### src/verilog/decoder_pkg.sv
/* Instruction decoder package
   Widths, status flag positions, decode enums and the control word structs */

package decoder_pkg;

        localparam int REG_WIDTH  = 8;
        localparam int ADDR_WIDTH = 16;
        localparam int STEP_WIDTH = 2;

        // Status register bit positions
        localparam logic [2:0] FLAG_C = 3'd0;
        localparam logic [2:0] FLAG_Z = 3'd1;
        localparam logic [2:0] FLAG_I = 3'd2;
        localparam logic [2:0] FLAG_D = 3'd3;
        localparam logic [2:0] FLAG_V = 3'd6;
        localparam logic [2:0] FLAG_N = 3'd7;

        typedef enum logic [2:0] {
                CLS_NOP    = 3'd0,
                CLS_ALU    = 3'd1,
                CLS_LOAD   = 3'd2,
                CLS_STORE  = 3'd3,
                CLS_FLAG   = 3'd4,
                CLS_BRANCH = 3'd5
        } instr_class_e;

        typedef enum logic [2:0] {
                ALU_NONE = 3'd0,
                ALU_OR   = 3'd1,
                ALU_AND  = 3'd2,
                ALU_XOR  = 3'd3,
                ALU_SUM  = 3'd4
        } alu_op_e;

        // Data sources for ALU inputs and write back
        typedef enum logic [3:0] {
                SEL_NONE = 4'd0,
                SEL_ACC  = 4'd1,
                SEL_X    = 4'd2,
                SEL_Y    = 4'd3,
                SEL_MEM  = 4'd4,
                SEL_IMM  = 4'd5,
                SEL_ALU  = 4'd6,
                SEL_STAT = 4'd7
        } sel_e;

        typedef struct packed {
                logic acc;
                logic x;
                logic y;
                logic stat;
                logic dout;
                logic pc;
        } we_t;

        typedef struct packed {
                instr_class_e cls;
                alu_op_e      alu_op;
                sel_e         reg_sel;      // Working register
                sel_e         operand_sel;  // SEL_IMM or SEL_MEM
                logic         invert_b;
                logic         use_carry;    // Carry in taken from status
                logic         is_compare;
                logic [2:0]   flag_index;
                logic         flag_value;
        } decode_t;

        typedef struct packed {
                alu_op_e alu_op;
                sel_e    alu_a;
                sel_e    alu_b;
                logic    carry_in;
                logic    invert_b;
                logic    update_status;
                sel_e    wr_sel;
                we_t     we;
        } ctrl_t;

endpackage

### src/verilog/control_word_gen.sv
/* Control word generator
   Builds the per step control word from the latched instruction */

`timescale 1ns/100ps

module control_word_gen import decoder_pkg::*; (
        input  decode_t               dec,
        input  logic [STEP_WIDTH-1:0] step,
        input  logic                  busy,
        input  logic                  taken,
        output ctrl_t                 ctrl
);

        // Write enable of the working register
        function automatic we_t reg_we(input sel_e r);
                we_t w;
                w     = '0;
                w.acc = (r == SEL_ACC);
                w.x   = (r == SEL_X);
                w.y   = (r == SEL_Y);
                return w;
        endfunction

        always_comb begin
                ctrl = '0;
                if (busy) begin
                        case (dec.cls)
                                CLS_ALU: begin
                                        if (step == 2'd0) begin  // Issue
                                                ctrl.alu_op   = dec.alu_op;
                                                ctrl.alu_a    = dec.reg_sel;
                                                ctrl.alu_b    = dec.operand_sel;
                                                ctrl.carry_in = dec.use_carry ? taken : dec.is_compare;
                                                ctrl.invert_b = dec.invert_b;
                                        end else if (step == 2'd2) begin  // Write back
                                                ctrl.wr_sel        = SEL_ALU;
                                                ctrl.update_status = 1'b1;
                                                if (!dec.is_compare)
                                                        ctrl.we = reg_we(dec.reg_sel);
                                                ctrl.we.stat = 1'b1;
                                        end
                                end
                                CLS_LOAD: begin
                                        if (step == 2'd0) begin
                                                ctrl.we     = reg_we(dec.reg_sel);
                                                ctrl.wr_sel = dec.operand_sel;
                                        end
                                end
                                CLS_STORE: begin
                                        if (step == 2'd0) begin
                                                ctrl.we.dout = 1'b1;
                                                ctrl.wr_sel  = dec.reg_sel;
                                        end
                                end
                                CLS_FLAG: begin
                                        if (step == 2'd0) begin
                                                ctrl.we.stat = 1'b1;
                                                ctrl.wr_sel  = SEL_IMM;  // New status on imm_out
                                        end
                                end
                                CLS_BRANCH: begin
                                        if (step == 2'd0)
                                                ctrl.we.pc = taken;
                                end
                                default: ;
                        endcase
                end
        end

endmodule

### src/verilog/decoder_top.sv
/* Instruction decoder top level
   Connects classifier, step sequencer, flag unit and control word generator */

`timescale 1ns/100ps

module decoder_top import decoder_pkg::*; (
        input  logic                  clk,
        input  logic                  reset_n,
        input  logic                  instruction_ready,
        input  logic [REG_WIDTH-1:0]  instruction_in,
        input  logic [REG_WIDTH-1:0]  imm_in,
        input  logic [ADDR_WIDTH-1:0] pc_in,
        input  logic [REG_WIDTH-1:0]  status_in,
        input  logic                  alu_done,
        output ctrl_t                 ctrl,
        output logic [REG_WIDTH-1:0]  imm_out,
        output logic [ADDR_WIDTH-1:0] jump_pc,
        output logic                  busy,
        output logic                  done
);

        decode_t               dec_next;
        decode_t               dec;
        logic [STEP_WIDTH-1:0] step;
        logic                  taken;

        opcode_classifier classifier0 (
                .instruction_in (instruction_in),
                .dec_next       (dec_next)
        );

        step_sequencer sequencer0 (
                .clk               (clk),
                .reset_n           (reset_n),
                .instruction_ready (instruction_ready),
                .dec_next          (dec_next),
                .alu_done          (alu_done),
                .dec               (dec),
                .step              (step),
                .busy              (busy),
                .done              (done)
        );

        flag_unit flags0 (
                .dec       (dec),
                .status_in (status_in),
                .pc_in     (pc_in),
                .imm_in    (imm_in),
                .taken     (taken),
                .jump_pc   (jump_pc),
                .imm_out   (imm_out)
        );

        control_word_gen ctrl_gen0 (
                .dec   (dec),
                .step  (step),
                .busy  (busy),
                .taken (taken),
                .ctrl  (ctrl)
        );

endmodule

### src/verilog/flag_unit.sv
/* Flag unit
   Tests a status flag, forms the branch target and rewrites flags for SEx/CLx */

`timescale 1ns/100ps

module flag_unit import decoder_pkg::*; (
        input  decode_t               dec,
        input  logic [REG_WIDTH-1:0]  status_in,
        input  logic [ADDR_WIDTH-1:0] pc_in,
        input  logic [REG_WIDTH-1:0]  imm_in,
        output logic                  taken,
        output logic [ADDR_WIDTH-1:0] jump_pc,
        output logic [REG_WIDTH-1:0]  imm_out
);

        logic [ADDR_WIDTH-1:0] offset;

        // Also yields the status carry for ADC and SBC
        assign taken = (status_in[dec.flag_index] == dec.flag_value);

        assign offset  = {{(ADDR_WIDTH-REG_WIDTH){imm_in[REG_WIDTH-1]}}, imm_in};
        assign jump_pc = pc_in + offset;

        always_comb begin
                imm_out = status_in;
                if (dec.cls == CLS_FLAG)
                        imm_out[dec.flag_index] = dec.flag_value;  // Force one bit
        end

endmodule

### src/verilog/opcode_classifier.sv
/* Opcode classifier
   Splits a 6502 opcode into class, ALU operation, register and operand source */

`timescale 1ns/100ps

module opcode_classifier import decoder_pkg::*; (
        input  logic [REG_WIDTH-1:0] instruction_in,
        output decode_t              dec_next
);

        logic [1:0] grp;
        logic [2:0] op;
        logic [2:0] mode;

        assign grp  = instruction_in[1:0];
        assign op   = instruction_in[7:5];
        assign mode = instruction_in[4:2];

        always_comb begin
                dec_next = '0;
                case (grp)
                        2'b01: begin
                                dec_next.reg_sel     = SEL_ACC;
                                dec_next.operand_sel = (mode == 3'b010) ? SEL_IMM : SEL_MEM;
                                case (op)
                                        3'b100: if (mode != 3'b010) dec_next.cls = CLS_STORE;  // No STA #imm
                                        3'b101: dec_next.cls = CLS_LOAD;
                                        default: begin
                                                dec_next.cls        = CLS_ALU;
                                                dec_next.invert_b   = (op == 3'b110) || (op == 3'b111);
                                                dec_next.use_carry  = (op == 3'b011) || (op == 3'b111);
                                                dec_next.is_compare = (op == 3'b110);
                                                case (op)
                                                        3'b000:  dec_next.alu_op = ALU_OR;
                                                        3'b001:  dec_next.alu_op = ALU_AND;
                                                        3'b010:  dec_next.alu_op = ALU_XOR;
                                                        default: dec_next.alu_op = ALU_SUM;
                                                endcase
                                        end
                                endcase
                        end
                        2'b10: begin
                                dec_next.reg_sel     = SEL_X;
                                dec_next.operand_sel = (mode == 3'b000) ? SEL_IMM : SEL_MEM;
                                if (op == 3'b100 && mode[0] && mode != 3'b111)
                                        dec_next.cls = CLS_STORE;
                                else if (op == 3'b101 && (mode[0] || mode == 3'b000))
                                        dec_next.cls = CLS_LOAD;
                        end
                        2'b00: begin
                                if (mode == 3'b100) begin
                                        dec_next.cls        = CLS_BRANCH;
                                        dec_next.flag_value = instruction_in[5];
                                        case (instruction_in[7:6])
                                                2'b00:   dec_next.flag_index = FLAG_N;
                                                2'b01:   dec_next.flag_index = FLAG_V;
                                                2'b10:   dec_next.flag_index = FLAG_C;
                                                default: dec_next.flag_index = FLAG_Z;
                                        endcase
                                end else if (mode == 3'b110) begin
                                        dec_next.cls        = CLS_FLAG;
                                        dec_next.flag_value = op[0];  // Odd rows set
                                        case (op)
                                                3'b000, 3'b001: dec_next.flag_index = FLAG_C;
                                                3'b010, 3'b011: dec_next.flag_index = FLAG_I;
                                                3'b101: begin
                                                        dec_next.flag_index = FLAG_V;
                                                        dec_next.flag_value = 1'b0;
                                                end
                                                3'b110, 3'b111: dec_next.flag_index = FLAG_D;
                                                default: dec_next.cls = CLS_NOP;  // TYA
                                        endcase
                                end else begin
                                        dec_next.reg_sel     = (op == 3'b111) ? SEL_X : SEL_Y;
                                        dec_next.operand_sel = (mode == 3'b000) ? SEL_IMM : SEL_MEM;
                                        if (op == 3'b100 && mode[0] && mode != 3'b111) begin
                                                dec_next.cls = CLS_STORE;
                                        end else if (op == 3'b101 && (mode[0] || mode == 3'b000)) begin
                                                dec_next.cls = CLS_LOAD;
                                        end else if (op[2:1] == 2'b11 && !mode[2] && mode != 3'b010) begin
                                                dec_next.cls        = CLS_ALU;  // CPY, CPX
                                                dec_next.alu_op     = ALU_SUM;
                                                dec_next.invert_b   = 1'b1;
                                                dec_next.is_compare = 1'b1;
                                        end
                                end
                        end
                        default: ;
                endcase

                if (dec_next.cls == CLS_NOP)
                        dec_next = '0;
                else if (dec_next.use_carry) begin
                        dec_next.flag_index = FLAG_C;  // Carry test shares the flag compare
                        dec_next.flag_value = 1'b1;
                end
        end

endmodule

### src/verilog/step_sequencer.sv
/* Step sequencer
   Holds the accepted instruction, counts its steps and signals busy and done */

`timescale 1ns/100ps

module step_sequencer import decoder_pkg::*; (
        input  logic                  clk,
        input  logic                  reset_n,
        input  logic                  instruction_ready,
        input  decode_t               dec_next,
        input  logic                  alu_done,
        output decode_t               dec,
        output logic [STEP_WIDTH-1:0] step,
        output logic                  busy,
        output logic                  done
);

        logic alu_class;
        logic last_step;
        logic advance;

        assign alu_class = (dec.cls == CLS_ALU);
        assign last_step = alu_class ? (step == 2'd2) : (step == 2'd1);
        assign done      = busy & last_step;

        // ALU class waits in step 1 for the ALU
        assign advance = (step != 2'd1) || !alu_class || alu_done;

        always_ff @(posedge clk) begin
                if (!reset_n) begin
                        busy <= 1'b0;
                        step <= '0;
                        dec  <= '0;
                end else if (!busy) begin
                        if (instruction_ready) begin  // Accepting edge
                                dec  <= dec_next;
                                step <= '0;
                                busy <= 1'b1;
                        end
                end else if (last_step) begin
                        busy <= 1'b0;
                        step <= '0;
                end else if (advance) begin
                        step <= step + 1'b1;
                end
        end

endmodule
### config.mk
export PLATFORM = sky130hd
export DESIGN_NAME = decoder_top
export DESIGN_NICKNAME = d
export VERILOG_FILES = /design/src/verilog/decoder_pkg.sv /design/src/verilog/control_word_gen.sv /design/src/verilog/decoder_top.sv /design/src/verilog/flag_unit.sv /design/src/verilog/opcode_classifier.sv /design/src/verilog/step_sequencer.sv
export SDC_FILE = /design/constraint.sdc
export NUM_CORES = 1
export LEC_CHECK = 0
export BUFFER_PORTS_ARGS = -buffer_cell sky130_fd_sc_hd__buf_2
export CORE_MARGIN = 10
export CORE_UTILIZATION = 40
export DETAILED_ROUTE_END_ITERATION = 8
export GPL_ROUTABILITY_DRIVEN = 0
export PLACE_DENSITY = 0.67
export SETUP_SLACK_MARGIN = 0.4
export SYNTH_ARGS = -nofsm -noshare
export SYNTH_HDL_FRONTEND = slang
export SYNTH_SLANG_ARGS = --single-unit
### constraint.sdc
create_clock -name clk -period 2.2 [get_ports clk]
set_clock_uncertainty 0.05 [all_clocks]
set_input_delay 0.11 -clock clk [delete_from_list [all_inputs] [get_ports clk]]
set_output_delay 0.11 -clock clk [all_outputs]
set_load 0.1 [all_outputs]
**After elaboration in Yosys (flattened, before gate mapping)**

Index checks and enable logic that the tools add are counted.

- Equality and inequality tests: 30
- Muxes and demuxes: 71
- Add/sub/neg operators: 2
- Reductions and logical operators: 26
- Magnitude comparators: 2
- Bitwise logic cells: 2

Operators by type and width:

| kind | number |
|---|---|
| 3-bit case mux with 3 select lines | 4 |
| 3-bit two-way mux | 10 |
| 4-bit two-way mux | 7 |
| 3-bit == test (second input constant) | 8 |
| 12-bit two-way mux | 2 |
| 24-bit two-way mux | 1 |
| 8-bit case mux with 3 select lines | 1 |
| 11-bit two-way mux | 2 |
| 1-bit two-way mux | 19 |
| 3-bit case mux with 2 select lines | 3 |
| 17-bit two-way mux | 1 |
| 16-bit adder | 1 |
| 4-bit case mux with 4 select lines | 1 |
| 3-bit by 2-bit == test with 1-bit output (second input constant) | 5 |
| 14-bit two-way mux | 1 |
| 2-bit two-way mux | 7 |
| 13-bit two-way mux | 1 |
| 10-bit two-way mux | 1 |
| 3-bit zero test | 3 |
| 1-bit case mux with 3 select lines | 3 |
| 8-bit bitwise mux | 1 |
| 2-bit == test (second input constant) | 4 |
| 4-bit by 2-bit == test with 1-bit output (second input constant) | 2 |
| 8-bit two-way mux | 1 |
| 24 further kinds | 44 |

- Output and inout bits: 50
- Flip-flop bits (word level): 24
- Input bits: 44
- Logic and storage cells: 144

**Depth between registers and ports, before layout**

Gate-level depths: netlist of the first run.

- Depth in word-level cells: 11
- Gate-level depth with buffers: 9
- Depth with buffers taken out: 9

**Cells and area by module**

A second synthesis of the first run with hierarchy kept.

- Cells, all modules: 387
- Area total of the unflattened synthesis: 2880.3 µm²

Modules (own cells, without submodules):

| module | times used | area an instance (µm²) | cells an instance | sequential area each (µm²) |
|---|---|---|---|---|
| flag_unit | 1 | 1003.5 | 133 | 0.0 |
| step_sequencer | 1 | 997.2 | 115 | 480.5 |
| opcode_classifier | 1 | 489.2 | 83 | 0.0 |
| control_word_gen | 1 | 390.4 | 56 | 0.0 |

**Worst setup path before layout of the first run**

OpenSTA, ideal clock, no wires.

- Kind: register -> output
- From: register sequencer0.busy
- To: output port ctrl[7] in the netlist's numbering
- Path buffers: 1
- Arrival time: 4380 ps
- Required time: 2040 ps
- Path slack: -2340 ps
- Cell stages (with the launch flop): 3
- Cell sequence: dfxtp_1 -> clkbuf_1 -> nor4b_1

RTL lines:

| what | line | text |
|---|---|---|
| from (decl) | step_sequencer.sv:14 | `output logic busy,` |
| from (signal assigned) | step_sequencer.sv:31 | `busy <= 1'b0;` |
| from (signal assigned) | step_sequencer.sv:38 | `busy <= 1'b1;` |
| from (signal assigned) | step_sequencer.sv:41 | `busy <= 1'b0;` |
| to (decl) | decoder_top.sv:15 | `output ctrl_t ctrl,` |

**Final worst setup path of the first run**

- From: input port imm_in[0]
- To: output port jump_pc[10]

- Word-level cells in the longest chain between the ends: 1

Ends and longest elaborated chain:

| what | line | text |
|---|---|---|
| from (decl) | decoder_top.sv:11 | `input logic [REG_WIDTH-1:0] imm_in,` |
| 16-bit adder | flag_unit.sv:22 | `assign jump_pc = pc_in + offset;` |
| to (decl) | decoder_top.sv:17 | `output logic [ADDR_WIDTH-1:0] jump_pc,` |

Every way passes these cells.

==> flow_summary.toml, run 1 <==
[synthesis]
yosys_warnings = 0
synth.distinct_cells = 67
ys_ff_latch = 20
synthTopCellsByArea = "dfxtp_1 (16%), ha_1 (11%), nand2_1 (5.8%), a21oi_1 (3.9%), nor2b_1 (3.8%)"
seq_area_frac_synth = 0.163
synthArstFlopShare = 0
ys.flop_type = "dfxtp_1"
syn_area_um2 = 2450
postSynthAreaPerCell_um2 = 7.62
syn_inst = 322
synth_edf_count = 0
synth_largest_area_cell = "dfxtp_1"
synthDominantCellAreaShare = 0.163

[critical_path]
worstPathArrival_ps = 2170
worstPathRequired_ps = 2040
endpoint_kind = "primary output"
max_stage_delay_ps = 390
start_kind = "input pin"
path_cells = "buf_6, ha_4, inv_4, fa_2, nor2b_4, o211ai_1, a32oi_2, buf_4, a21o_1, a21oi_4, xnor2_4, buf_12"
crit_fanout = 2
crit_slowest_cell = "fa_2"
worstSetupPathType = "in -> out"

[sta]
worst_pin_slew_ps = 530
period_share = 1.06
slew_headroom = 0.647
worst_slack_ps = -129
fin_crit_ps = 2330
hold_violations = 0
setup_viol = 6
finalMaxSlewViolations = 0
fmaxAchievable_ghz = 0.429
rsz0062_at_grt = "yes"
holdWs_ps = 158

[power_and_ir_drop]
p_leak_nw = 2.03
power-per-cell-area_nw_per_um2 = 495
ir_drop_mv = 0.479

[global_route]
grt_start_max_net_pins = 17
grt_pass1_wl_mm = 14.0
grt-ovfl-total = 0
grt_pass1_vias = 2901
track_usage = 0.165
antenna_found_initial = 0

[drt]
final_antenna_net_count = 0
drc = 0
via_per_inst = 5.56
drtPass1Iterations = 4
drtIter0Drc = 118
drt-total-wl_mm = 9.88
vias = 2926
routedWlPerCell_um = 18.8

[layout]
layout_commonest_cell = "buf_4"
num-fill-cells = 349
finalInstanceArea_um2 = 4800
multiInputGateArea_um2 = 2670
syn_to_final_growth_pct = 95.4
seqCellArea_um2 = 427
antenna_cells = 0
utilization = 0.805
drive_gt1_frac = 0.583
layout_common_cells = "buf_4 (45), buf_2 (39), buf_12 (33), nand2_1 (32), buf_6 (23)"
final_nets = 518

[status]
violations = "setup timing"
status = "complete, but fails checks"

[clock_tree]
clock_latency_ps = 250
cts_root_buf = "clkbuf_8"
clkSinkCount = 20
cts_buffers = 3
cts.path.max_buffers = 2
cts.clk_slew.worst_paths_ps = 70
htree_levels = 1
cts_tree = "yes"

[place]
io_buffers = 88
dpl_worst_slack_ps = -148
post_dp_cell_area_um2 = 4030
dp_hpwl_mm = 6.53

[floorplanning]
core_um2 = 5960
pin_count = 94
die_area_um2 = 9670
die_y_um = 98.3
placement_rows = 28
die_w_um = 98.3
start_util = 0.412

[flow_run]
max-cap-violations = 0

[worst_hold_path]
min_path_type = "in -> reg"
==> synth_stat cells (all sizes together) (4+ instances only) <==
library cell / instances
nor2b: 16
o21ai: 14
nor3b: 4
a32o: 4
nor3: 7
a21boi: 5
nand2b: 4
o22ai: 4
nand3: 12
xnor2: 10
nor4: 5
a21o: 6
dfxtp: 20
clkbuf: 7
nor2: 19
nand2: 38
and3: 5
a31oi: 4
buf: 14
a21oi: 20
ha: 21
and2: 11
mux2: 10
xor2: 6
inv: 18
o21a: 4
==> cell type report <==
type,count,share of cell area
clock buffer,4,0.0115
inverter,18,0.0157
multi-input combinational,267,0.557
sequential,20,0.0890
tap,75,0.0196
timing repair buffer,142,0.308
==> report_power, final <==
part	internal, mW	leakage [nW]	switching [mW]	total (mW)
Combinational	0.653	1.84	1.04	1.69
Sequential	0.372	0.168	0.0299	0.402
Clock	0.159	0.0288	0.121	0.281
Total	1.18	2.03	1.19	2.37
==> metrics by stage <==
stage                     power (mW)  cells  TNS, ps
after floorplan                 1.48    326     -617
after global placement          1.86    486     -138
after detailed placement        1.88    486     -315
after global routing            2.46    526     -812
after CTS                       2.25    507    -39.5
final                           2.37    526     -459
==> state kept, by name, summed over array words and instances (netlist names) <==
register and flops:
sequencer0.step 2, sequencer0.busy 1, sequencer0.dec 17
==> repair_timing <==
item,4_1_cts,5_1_grt
pin swaps,27,33
hold endpoints to repair,0,0
setup endpoints to repair,37,36
buffers inserted,17,19
resized for setup,62,50
hold buffers,0,0
==> routing by layer <==
layer / global-route usage / share of wire
met5: 0 / 0
met4: 0.0254 / 0.012
met3: 0.0317 / 0.055
met2: 0.298 / 0.53
met1: 0.199 / 0.40
==> worst paths after layout <==
| check | startpoint | endpoint | slack, ps | cells past startpoint |
|---|---|---|---|---|
| worst max-delay path | imm_in[0] | jump_pc[10] | -130 | 12 |
| worst min-delay path | reset_n | sequencer0.dec[19] | 160 | 2 |
| worst max register to register | sequencer0.dec[18] | sequencer0.step[0] | 560 | 6 |
| worst min register to register | sequencer0.dec[6] | sequencer0.dec[6] | 410 | 2 |
==> critical path, delay by kind of cell <==
| kind | cells | cell delay (ps) |
|---|---|---|
| buf+inv | 4 | 480 |
| simple gates | 1 | 140 |
| compound gates | 4 | 730 |
| xor+xnor | 1 | 180 |
| fa+ha+maj | 2 | 530 |
==> logic make-up (layout without fill, tap and decap cells) <==
group,after synthesis,in the layout,synth area share
other cells,1,5,0.00153
fa+ha+maj,22,22,0.115
flops,20,20,0.163
buf+inv,39,164,0.0765
simple gates,127,127,0.278
compound gates,85,85,0.252
xor+xnor,16,16,0.0571
mux,12,12,0.0571
Power figures use the tool's default switching activity.
==> run 2, diff against run 1 <==
--- a/config.mk
+++ b/config.mk
@@ -11,6 +11,7 @@
 export DETAILED_ROUTE_END_ITERATION = 8
 export GPL_ROUTABILITY_DRIVEN = 0
 export PLACE_DENSITY = 0.67
+export RECOVER_POWER = 50
 export SETUP_SLACK_MARGIN = 0.4
 export SYNTH_ARGS = -nofsm -noshare
 export SYNTH_HDL_FRONTEND = slang
==> flow_summary.toml, run 2 (synthesized netlist as in run 1, its figures left out) <==
[critical_path]
path_cells = "buf_6, ha_4, inv_4, fa_2, nor2b_4, o211ai_1, a32oi_2, buf_4, a21o_1, a21oi_4, xnor2_4, buf_12"
start_kind = "input pin"
worstPathArrival_ps = 2170
worstPathRequired_ps = 2040
worstSetupPathType = "in -> out"
crit_fanout = 2
max_stage_delay_ps = 390
crit_slowest_cell = "fa_2"
endpoint_kind = "primary output"

[global_route]
grt-ovfl-total = 0
grt_pass1_wl_mm = 14.0
track_usage = 0.165
antenna_found_initial = 0
grt_pass1_vias = 2901
grt_start_max_net_pins = 17

[drt]
drt-total-wl_mm = 9.85
drtIter0Drc = 139
via_per_inst = 5.55
drc = 0
routedWlPerCell_um = 18.7
vias = 2918
drtPass1Iterations = 4
final_antenna_net_count = 0

[place]
dp_hpwl_mm = 6.53
post_dp_cell_area_um2 = 4030
post-place-cells = 486
io_buffers = 88

[sta]
fin_crit_ps = 2330
hold_violations = 0
worst_pin_slew_ps = 1210
worst_slack_ps = -128
fmaxAchievable_ghz = 0.430
rsz0062_at_grt = "yes"
finalMaxSlewViolations = 0
period_share = 1.06
slew_headroom = 0.199
setup_viol = 6

[clock_tree]
clock_latency_ps = 250
cts.clk_slew.worst_paths_ps = 70
cts_tree = "yes"
cts.path.max_buffers = 2
htree_levels = 1
cts_root_buf = "clkbuf_8"
clkSinkCount = 20
cts_buffers = 3

[status]
status = "complete, but fails checks"
violations = "setup timing"

[layout]
regMostFlops = "sequencer0.dec"
antenna_cells = 0
utilization = 0.800
num-fill-cells = 358
drive_gt1_frac = 0.570
final_nets = 518
finalInstanceArea_um2 = 4760
syn_to_final_growth_pct = 94.0
largest_registers = "sequencer0.dec (17), sequencer0.step (2), sequencer0.busy (1)"
layout_common_cells = "buf_4 (43), buf_2 (33), buf_12 (33), nand2_1 (32), buf_6 (23)"
fin_cells = 526
layout_commonest_cell = "buf_4"
largest_reg_flops = 17

[floorplanning]
placement_rows = 28
die_w_um = 98.3
die_y_um = 98.3
die_area_um2 = 9670
pin_count = 94
start_util = 0.412
core_um2 = 5960

[power_and_ir_drop]
power-per-cell-area_nw_per_um2 = 497
power_mw = 2.37
p_leak_nw = 2.03
ir_drop_mv = 0.478

[worst_hold_path]
min_path_type = "in -> reg"

[flow_run]
max-cap-violations = 0
## run 2: power by group
group	switching, mW	leakage (nW)	internal [mW]
registers	0.0299	0.168	0.372
logic	1.04	1.83	0.648
clock network	0.122	0.0288	0.159
total	1.19	2.03	1.18
## run 2: path summary, 6_finish.rpt
check                         start            endpoint  slack (ps)  depth (start not counted)
hold / removal              reset_n  sequencer0.dec[19]         160                          2
hold reg to reg   sequencer0.dec[6]   sequencer0.dec[6]         410                          2
setup reg to reg    sequencer0.busy   sequencer0.dec[9]         300                          3
setup / recovery          imm_in[0]         jump_pc[10]        -130                         12
## run 2: stage by stage
stage / hold WS [ps] / TNS (ps) / worst slack [ps]
floorplan: 203 / -617 / -197
global placement: 389 / -138 / -82.7
detailed placement: 388 / -315 / -148
CTS: 148 / -39.5 / -39.5
global route: 177 / -813 / -177
finish: 157 / -434 / -128
## run 2: what timing repair did
action	4_1_cts	5_1_grt
gates resized for setup	62	50
endpoints found under the setup margin	37	36
pin swaps	27	33
hold buffers	0	0
setup buffers	17	19
cloned	0	0
## run 2: critical path: cells and delay by family
family	cells	cell delay [ps]
AOI/OAI and AO/OA	4	720
adders and majority gates	2	530
buffers and inverters	4	480
xor gates and xnor gates	1	180
and+or+nand+nor	1	140
## run 2: per-layer routing
metal / global-route usage / share of wire / vias to the layer above
li1: - / - / 1407
met1: 0.199 / 0.40 / 1403
met2: 0.298 / 0.53 / 97
met3: 0.0317 / 0.052 / 11
met4: 0.0254 / 0.012 / 0
met5: 0 / 0 / -
## run 2: final cells by class
cell class	count	area (µm²)	share of cell area
clock buffers	4	55.1	0.0116
inverters	18	75.1	0.0158
multi-input cells	267	2650	0.557
flip-flops and latches	20	423	0.0888
well taps	75	93.8	0.0197
repair buffers	142	1470	0.308
